<file path="src/verilog/telemetry_pkg.sv">
package telemetry_pkg;

    typedef logic [7:0] uart_byte_t;

    // one snapshot of the game as seen by the engine.
    typedef struct packed {
        logic [11:0] char_x;
        logic [11:0] char_y;
        logic [3:0]  char_hp;
        logic [3:0]  char_aggro;
        logic [11:0] boss_x;
        logic [11:0] boss_y;
        logic [6:0]  boss_hp;
    } game_state_t;

    typedef enum logic [1:0] {
        IDLE = 2'b00,
        LOAD = 2'b01,
        SEND = 2'b10
    } encoder_state_t;

    // bytes per line, including the trailing CR LF.
    localparam int FRAME_LEN   = 41;
    localparam int FRAME_IDX_W = 6;

    // Pacer period, short so that simulation stays fast.
    localparam int FRAME_INTERVAL = 4096;
    localparam int PACER_CNT_W    = 12;

    localparam int CLKS_PER_BIT = 8;
    localparam int BAUD_CNT_W   = 3;
    localparam int UART_BITS    = 10; // start, eight data bits and stop.
    localparam int BIT_CNT_W    = 4;

    localparam int FIFO_DEPTH  = 16;
    localparam int FIFO_ADDR_W = 4;

    localparam uart_byte_t ASCII_CR = 8'h0D;
    localparam uart_byte_t ASCII_LF = 8'h0A;

    // hex digits map 0..9 to '0'..'9' and 10..15 to 'A'..'F'.
    localparam uart_byte_t ASCII_ZERO    = 8'h30;
    localparam uart_byte_t ASCII_A_MINUS = 8'h37;

endpackage

</file>
<file path="src/verilog/state_change_detector.sv">
`timescale 1ns/1ps

module state_change_detector (
    input  logic                       clk,
    input  logic                       rst,
    input  telemetry_pkg::game_state_t state,
    input  logic                       frame_start,
    output logic                       changed
);

    telemetry_pkg::game_state_t last_sent;

    // the copy is taken when a frame starts, so a change held back by the
    // pacer keeps the flag up until a line actually carries it.
    always_ff @(posedge clk or posedge rst) begin
        if (rst) begin
            last_sent <= '0;
        end else if (frame_start) begin
            last_sent <= state;
        end
    end

    logic diff_char;
    logic diff_boss;

    always_comb begin
        diff_char = (state.char_x != last_sent.char_x)
                 || (state.char_y != last_sent.char_y)
                 || (state.char_hp != last_sent.char_hp)
                 || (state.char_aggro != last_sent.char_aggro);
        diff_boss = (state.boss_x != last_sent.boss_x)
                 || (state.boss_y != last_sent.boss_y)
                 || (state.boss_hp != last_sent.boss_hp);
    end

    assign changed = diff_char || diff_boss;

endmodule

</file>
<file path="src/verilog/frame_pacer.sv">
`timescale 1ns/1ps

module frame_pacer (
    input  logic clk,
    input  logic rst,
    input  logic frame_done,
    output logic credit
);

    logic [telemetry_pkg::PACER_CNT_W-1:0] count;
    logic                                  wrap;

    assign wrap = (count == telemetry_pkg::PACER_CNT_W'(telemetry_pkg::FRAME_INTERVAL - 1));

    // free running, the frames do not restart the interval.
    always_ff @(posedge clk or posedge rst) begin
        if (rst) begin
            count <= '0;
        end else if (wrap) begin
            count <= '0;
        end else begin
            count <= count + 1'b1;
        end
    end

    // one credit per interval; a finished frame spends it.
    always_ff @(posedge clk or posedge rst) begin
        if (rst) begin
            credit <= 1'b1; // first frame may go out right after reset.
        end else if (wrap) begin
            credit <= 1'b1; // a new interval wins over a frame ending now.
        end else if (frame_done) begin
            credit <= 1'b0;
        end
    end

endmodule

</file>
<file path="src/verilog/telemetry_encoder.sv">
`timescale 1ns/1ps

module telemetry_encoder (
    input  logic                       clk,
    input  logic                       rst,
    input  telemetry_pkg::game_state_t state,
    input  logic                       changed,
    input  logic                       credit,
    input  logic                       full,
    output logic                       frame_start,
    output logic                       frame_done,
    output logic                       wr_en,
    output telemetry_pkg::uart_byte_t  wr_data
);

    telemetry_pkg::encoder_state_t         fsm;
    telemetry_pkg::encoder_state_t         fsm_next;
    telemetry_pkg::game_state_t            snap;
    logic [telemetry_pkg::FRAME_IDX_W-1:0] idx;
    logic                                  last_byte;

    function automatic telemetry_pkg::uart_byte_t to_hex(input logic [3:0] nib);
        telemetry_pkg::uart_byte_t base;
        if (nib < 4'd10) begin
            base = telemetry_pkg::ASCII_ZERO;
        end else begin
            base = telemetry_pkg::ASCII_A_MINUS;
        end
        return base + telemetry_pkg::uart_byte_t'(nib);
    endfunction

    assign frame_start = (fsm == telemetry_pkg::IDLE) && changed && credit;
    assign wr_en       = (fsm == telemetry_pkg::SEND) && !full;
    assign last_byte   = (idx == telemetry_pkg::FRAME_IDX_W'(telemetry_pkg::FRAME_LEN - 1));
    assign frame_done  = wr_en && last_byte;

    always_comb begin
        fsm_next = fsm;
        unique case (fsm)
            telemetry_pkg::IDLE: begin
                if (frame_start) begin
                    fsm_next = telemetry_pkg::LOAD;
                end
            end
            telemetry_pkg::LOAD: begin
                fsm_next = telemetry_pkg::SEND;
            end
            telemetry_pkg::SEND: begin
                if (frame_done) begin
                    fsm_next = telemetry_pkg::IDLE;
                end
            end
            default: begin
                fsm_next = telemetry_pkg::IDLE;
            end
        endcase
    end

    always_ff @(posedge clk or posedge rst) begin
        if (rst) begin
            fsm <= telemetry_pkg::IDLE;
            idx <= '0;
        end else begin
            fsm <= fsm_next;
            if (fsm == telemetry_pkg::LOAD) begin
                idx <= '0;
            end else if (wr_en) begin
                idx <= idx + 1'b1; // stalls while the FIFO is full.
            end
        end
    end

    // the line is built from this copy, so the live state may move on.
    always_ff @(posedge clk) begin
        if (frame_start) begin
            snap <= state;
        end
    end

    always_comb begin
        unique case (idx)
            6'd0:  wr_data = "C";
            6'd1:  wr_data = "X";
            6'd2:  wr_data = ":";
            6'd3:  wr_data = to_hex(snap.char_x[11:8]);
            6'd4:  wr_data = to_hex(snap.char_x[7:4]);
            6'd5:  wr_data = to_hex(snap.char_x[3:0]);
            6'd6:  wr_data = ",";
            6'd7:  wr_data = "Y";
            6'd8:  wr_data = ":";
            6'd9:  wr_data = to_hex(snap.char_y[11:8]);
            6'd10: wr_data = to_hex(snap.char_y[7:4]);
            6'd11: wr_data = to_hex(snap.char_y[3:0]);
            6'd12: wr_data = "|";
            6'd13: wr_data = "H";
            6'd14: wr_data = ":";
            6'd15: wr_data = to_hex(snap.char_hp);
            6'd16: wr_data = "|";
            6'd17: wr_data = "A";
            6'd18: wr_data = ":";
            6'd19: wr_data = to_hex(snap.char_aggro);
            6'd20: wr_data = "|";
            6'd21: wr_data = "B";
            6'd22: wr_data = "X";
            6'd23: wr_data = ":";
            6'd24: wr_data = to_hex(snap.boss_x[11:8]);
            6'd25: wr_data = to_hex(snap.boss_x[7:4]);
            6'd26: wr_data = to_hex(snap.boss_x[3:0]);
            6'd27: wr_data = ",";
            6'd28: wr_data = "Y";
            6'd29: wr_data = ":";
            6'd30: wr_data = to_hex(snap.boss_y[11:8]);
            6'd31: wr_data = to_hex(snap.boss_y[7:4]);
            6'd32: wr_data = to_hex(snap.boss_y[3:0]);
            6'd33: wr_data = "|";
            6'd34: wr_data = "B";
            6'd35: wr_data = "H";
            6'd36: wr_data = ":";
            6'd37: wr_data = to_hex({1'b0, snap.boss_hp[6:4]}); // top digit has three bits.
            6'd38: wr_data = to_hex(snap.boss_hp[3:0]);
            6'd39: wr_data = telemetry_pkg::ASCII_CR;
            6'd40: wr_data = telemetry_pkg::ASCII_LF;
            default: wr_data = telemetry_pkg::ASCII_LF;
        endcase
    end

endmodule

</file>
<file path="src/verilog/tx_fifo.sv">
`timescale 1ns/1ps

module tx_fifo (
    input  logic                      clk,
    input  logic                      rst,
    input  logic                      wr_en,
    input  telemetry_pkg::uart_byte_t wr_data,
    input  logic                      rd_en,
    output telemetry_pkg::uart_byte_t rd_data,
    output logic                      full,
    output logic                      empty
);

    telemetry_pkg::uart_byte_t mem [telemetry_pkg::FIFO_DEPTH];

    logic [telemetry_pkg::FIFO_ADDR_W-1:0] wr_ptr;
    logic [telemetry_pkg::FIFO_ADDR_W-1:0] rd_ptr;
    logic [telemetry_pkg::FIFO_ADDR_W:0]   count;
    logic                                  do_wr;
    logic                                  do_rd;

    assign full  = (count == (telemetry_pkg::FIFO_ADDR_W + 1)'(telemetry_pkg::FIFO_DEPTH));
    assign empty = (count == '0);
    assign do_wr = wr_en && !full;
    assign do_rd = rd_en && !empty;

    // head is visible before the read, the pointer moves at the edge.
    assign rd_data = mem[rd_ptr];

    always_ff @(posedge clk) begin
        if (do_wr) begin
            mem[wr_ptr] <= wr_data;
        end
    end

    always_ff @(posedge clk or posedge rst) begin
        if (rst) begin
            wr_ptr <= '0;
            rd_ptr <= '0;
            count  <= '0;
        end else begin
            if (do_wr) begin
                wr_ptr <= wr_ptr + 1'b1; // depth is a power of two, so it wraps.
            end
            if (do_rd) begin
                rd_ptr <= rd_ptr + 1'b1;
            end
            case ({do_wr, do_rd})
                2'b10:   count <= count + 1'b1;
                2'b01:   count <= count - 1'b1;
                default: count <= count;
            endcase
        end
    end

endmodule

</file>
<file path="src/verilog/uart_tx.sv">
`timescale 1ns/1ps

module uart_tx (
    input  logic                      clk,
    input  logic                      rst,
    input  telemetry_pkg::uart_byte_t rd_data,
    input  logic                      empty,
    output logic                      rd_en,
    output logic                      txd
);

    logic                                 busy;
    logic [telemetry_pkg::BAUD_CNT_W-1:0] baud_cnt;
    logic [telemetry_pkg::BIT_CNT_W-1:0]  bit_cnt;
    logic [8:0]                           shreg;
    logic                                 tick;
    logic                                 last_bit;

    assign rd_en    = !busy && !empty;
    assign tick     = busy && (baud_cnt == telemetry_pkg::BAUD_CNT_W'(telemetry_pkg::CLKS_PER_BIT - 1));
    assign last_bit = (bit_cnt == telemetry_pkg::BIT_CNT_W'(telemetry_pkg::UART_BITS - 1));

    always_ff @(posedge clk or posedge rst) begin
        if (rst) begin
            busy     <= 1'b0;
            baud_cnt <= '0;
            bit_cnt  <= '0;
            txd      <= 1'b1; // line idles high.
        end else if (rd_en) begin
            busy     <= 1'b1;
            baud_cnt <= '0;
            bit_cnt  <= '0;
            txd      <= 1'b0; // start bit.
        end else if (busy) begin
            if (tick) begin
                baud_cnt <= '0;
                if (last_bit) begin
                    busy <= 1'b0; // stop bit done, txd already high.
                end else begin
                    bit_cnt <= bit_cnt + 1'b1;
                    txd     <= shreg[0];
                end
            end else begin
                baud_cnt <= baud_cnt + 1'b1;
            end
        end
    end

    // data goes out LSB first, with the stop bit parked on top.
    always_ff @(posedge clk) begin
        if (rd_en) begin
            shreg <= {1'b1, rd_data};
        end else if (tick && !last_bit) begin
            shreg <= {1'b1, shreg[8:1]};
        end
    end

endmodule

</file>
<file path="src/verilog/game_telemetry.sv">
`timescale 1ns/1ps

module game_telemetry (
    input  logic                       clk,
    input  logic                       rst,
    input  telemetry_pkg::game_state_t state,
    output logic                       txd
);

    logic                      changed;
    logic                      credit;
    logic                      frame_start;
    logic                      frame_done;
    logic                      wr_en;
    telemetry_pkg::uart_byte_t wr_data;
    logic                      full;
    logic                      empty;
    logic                      rd_en;
    telemetry_pkg::uart_byte_t rd_data;

    state_change_detector i_state_change_detector (
        .clk         (clk),
        .rst         (rst),
        .state       (state),
        .frame_start (frame_start),
        .changed     (changed)
    );

    frame_pacer i_frame_pacer (
        .clk        (clk),
        .rst        (rst),
        .frame_done (frame_done),
        .credit     (credit)
    );

    telemetry_encoder i_telemetry_encoder (
        .clk         (clk),
        .rst         (rst),
        .state       (state),
        .changed     (changed),
        .credit      (credit),
        .full        (full),
        .frame_start (frame_start),
        .frame_done  (frame_done),
        .wr_en       (wr_en),
        .wr_data     (wr_data)
    );

    tx_fifo i_tx_fifo (
        .clk     (clk),
        .rst     (rst),
        .wr_en   (wr_en),
        .wr_data (wr_data),
        .rd_en   (rd_en),
        .rd_data (rd_data),
        .full    (full),
        .empty   (empty)
    );

    uart_tx i_uart_tx (
        .clk     (clk),
        .rst     (rst),
        .rd_data (rd_data),
        .empty   (empty),
        .rd_en   (rd_en),
        .txd     (txd)
    );

endmodule

</file>
<file path="config.mk">
export PLATFORM = sky130hd
export DESIGN_NAME = game_telemetry
export DESIGN_NICKNAME = d
export VERILOG_FILES = /design/src/verilog/telemetry_pkg.sv /design/src/verilog/state_change_detector.sv /design/src/verilog/frame_pacer.sv /design/src/verilog/telemetry_encoder.sv /design/src/verilog/tx_fifo.sv /design/src/verilog/uart_tx.sv /design/src/verilog/game_telemetry.sv
export SDC_FILE = /design/constraint.sdc
export NUM_CORES = 1
export LEC_CHECK = 0
export BUFFER_PORTS_ARGS = -buffer_cell sky130_fd_sc_hd__buf_2
export CELL_PAD_IN_SITES_DETAIL_PLACEMENT = 0
export CELL_PAD_IN_SITES_GLOBAL_PLACEMENT = 1
export CORE_ASPECT_RATIO = 0.75
export CORE_UTILIZATION = 56
export CTS_BUF_LIST = sky130_fd_sc_hd__clkbuf_16
export DETAILED_ROUTE_END_ITERATION = 7
export PLACE_DENSITY_LB_ADDON = 0.1
export REMOVE_ABC_BUFFERS = 1
export SYNTH_ARGS = -nofsm -noshare
export SYNTH_HDL_FRONTEND = slang
export SYNTH_SLANG_ARGS = --single-unit
</file>
<file path="constraint.sdc">
create_clock -name clk -period 8.3 [get_ports clk]
set_clock_uncertainty 0.15 [all_clocks]
set_input_delay 0.415 -clock clk [delete_from_list [all_inputs] [get_ports clk]]
set_output_delay 0.415 -clock clk [all_outputs]
set_load 0.03 [all_outputs]
</file>
==> out/metrics.csv <==
metric,value,unit
Vias/cell,5.949,
IO Port Bufs,65,
TritonCTS Sinks,289,
metal2 WL,14.04,mm
leakage,6.572,nW
Site Rows,50,
die span in y,141.9,um
post-synth cell types,67,
"Primary FF master, synth",edfxtp_1,
Pins Over Slew Limit,0,
worst vdd ir,0.1708,mV
first-pass GRT wire length,54.05,mm
clock-pin slew of the registers on the worst-case setup and hold paths,0.06,ns
antenna cells,0,
# IOs,66,
fin crit period,3.790,ns
reg-to-reg startpoint,i_telemetry_encoder.idx[2],
GPL Wtd Cong,1.007,
Reg power frac,0.522,
CP cell instances,nor2_1 -> and3_1 -> o21ai_0 -> nand4_1 -> nor4_1 -> nand4_1,
Final ANT Viol Nets,0,
"Hold Vio Cnt, Final",0,
post-route cell area,16780,um^2
HPWL after DPL,24.11,mm
CTS tree,built,
crit path capture type,register,
register area share after synthesis,0.5580,
clock group share of total power,0.450,
"commonest non-fill, non-tap cell in the layout",edfxtp_1,
PwrDens,173.7,nW/um^2
CTS root buffer,clkbuf_16,
area taken by multi-input logic gates,6127,um^2
CP Depth,6,
Post-synth EDFFs,183,
CP max-delay cell,dfrtp_1,
DRC,0,
Worst R2R End,i_tx_fifo.mem[8][4],
post-route setup slack,4.510,ns
CP max FO,21,
Non-Filler Instances,1581,
CTS max path bufs,3,
Setup CP Type,register to register,
crit-path most repeated cell,nand4_1,
status,completed,
CTS Buf Count,28,
wl on met1,17.00,mm
Die W,188.5,um
Hold Buf Count CTS,64,
Comb power frac,0.028,
FF-to-FF setup slack,4.51,ns
largest net degree at the start of global routing,65,
fraction of registers with async set/reset,0.3668,
#FFs+latches synth,289,
Vias,9406,
Routed Wire Length,34.50,mm
Post-Synthesis Cells,1102,
CTS H-Tree Depth,1,
highest routed layer,met4,
die area,26740,um^2
depth of the worst register-to-register path,6,
"Core Util, Final",0.6641,
worst endpoint required time,8.18,ns
DP Worst Slack,4.473,ns
post-CTS setup repair buffer count,0,
Critical Path Sink,i_tx_fifo.mem[8][4],
Seq. cell area,8152,um^2
CP arrival,3.67,ns
Core Box Area,25270,um^2
CP Launch Type,register,
Post-Syn Area,14610,um^2
Setup crit start,i_telemetry_encoder.idx[2],
Fmax,263.9,MHz
1st-iter DRT viols,1018,
YS warnings,0,
synth-to-layout area growth,14.91,%
FILL cells,1916,
initial antenna violation count,0,
drt first pass iters,5,
Top delay family on crit path,simple AND/OR/NAND/NOR gates,
clk_lat worst skew,0.57,ns
placed instance count,1466,
GRT Util Overall,0.2683,
Overall Power,2.915,mW
slew of the pin with the lowest slew margin,1.152,ns
RSZ-0062 raised after global routing,false,
most frequent cells in the layout,"183 x edfxtp_1, 103 x dfrtp_1, 81 x xnor2_1",
total grt overflow,0,
Starting Density,0.5779,
Nets,1354,
HP Class,register to register,
period utilization,0.4566,
max_cap viols,0,
"slowest stage delay, CP",0.74,ns
WHS,0.3130,ns
slew margin rel.,0.2259,
Mean Syn Cell Area,13.25,um^2
DR WL/cell,21.82,um
internal power,2.333,mW
vias in the first global route,9340,
number of gates resized after cts,0,
Switching Share,0.1997,
"Cell Area, Placed",15200,um^2
reported net switching power,0.5820,mW
met3 routed WL,2.965,mm
Final TNS setup,0,ns
layout cell share with drive strength beyond 1,0.1931,
crit path buf inv count,0,
final setup vio count,0,
-- area by class of cell --
type / instances / area share
multi-input combinational: 737 / 0.3650
timing repair buffer: 137 / 0.06113
inverter: 29 / 0.006634
clock inverter: 23 / 0.01461
sequential: 289 / 0.4857
tap: 338 / 0.02520
clock buffer: 28 / 0.04174
-- power by group through the flow --
stage | clock, mW | sequential [mW] | combinational [mW]
2_1_floorplan | 0 | 1.55 | 0.0226
3_3_place_gp | 0 | 1.55 | 0.0567
3_5_place_dp | 0 | 1.55 | 0.0569
4_1_cts | 1.34 | 1.52 | 0.0809
5_1_grt | 1.39 | 1.52 | 0.0889
6_report | 1.31 | 1.52 | 0.0809
-- worst reg2reg max path: stages (launching register included) --
cell and delay [ns]:
dfrtp_1 0.74, nor2_1 0.34, and3_1 0.40, o21ai_0 0.16
nand4_1 0.23, nor4_1 0.51, nand4_1 0.73
-- how the worst min path moves through the flow --
stage	from	end	slack, ns	cells past startpoint
floorplan	i_frame_pacer.count[0]	i_frame_pacer.count[0]	0.28	1
global placement	i_frame_pacer.count[0]	i_frame_pacer.count[0]	0.30	1
detailed placement	i_frame_pacer.count[0]	i_frame_pacer.count[0]	0.30	1
CTS	i_frame_pacer.count[0]	i_frame_pacer.count[0]	0.31	1
global route	i_frame_pacer.count[0]	i_frame_pacer.count[0]	0.35	1
finish	i_frame_pacer.count[10]	i_frame_pacer.count[10]	0.31	1
-- kinds of logic after synthesis --
group | count (synthesis) | synth area share
compound gates | 187 | 0.08403
simple gates | 261 | 0.09174
xor+xnor | 106 | 0.06356
flops | 289 | 0.5580
mux | 116 | 0.1157
buf+inv | 76 | 0.02339
fa+ha+maj | 67 | 0.06356
-- sequential cells by signal, summed over array words and instances (netlist names), 3 cells and up --
| signal | cells |
|---|---|
| i_frame_pacer.count | 12 |
| i_state_change_detector.last_sent | 63 |
| i_telemetry_encoder.idx | 6 |
| i_telemetry_encoder.snap | 63 |
| i_tx_fifo.count | 5 |
| i_tx_fifo.mem | 112 |
| i_tx_fifo.rd_ptr | 4 |
| i_tx_fifo.wr_ptr | 4 |
| i_uart_tx.baud_cnt | 3 |
| i_uart_tx.bit_cnt | 4 |
| i_uart_tx.shreg | 8 |
-- routing by layer --
| metal | vias to the layer above | GRT usage |
|---|---|---|
| li1 | 4377 | - |
| met1 | 4675 | 0.4259 |
| met2 | 318 | 0.3715 |
| met3 | 36 | 0.07099 |
| met4 | 0 | 0.04499 |
| met5 | - | 0 |
-- synth_stat cells, drive strengths merged (18+ instances only) --
master,n,share of area
edfxtp,183,0.38
dfrtp,104,0.18
xnor2,81,0.049
mux2,73,0.056
nor2,65,0.017
ha,55,0.047
o21ai,53,0.019
nand2,50,0.013
a21oi,40,0.014
mux4,35,0.054
nand4,30,0.013
inv,29,0.0075
nand3,27,0.0093
buf,25,0.010
xor2,25,0.015
clkbuf,22,0.0057
nand2b,22,0.0094
a22oi,18,0.0096
and3,18,0.0087
No activity file was read; power rests on OpenSTA's default activity.
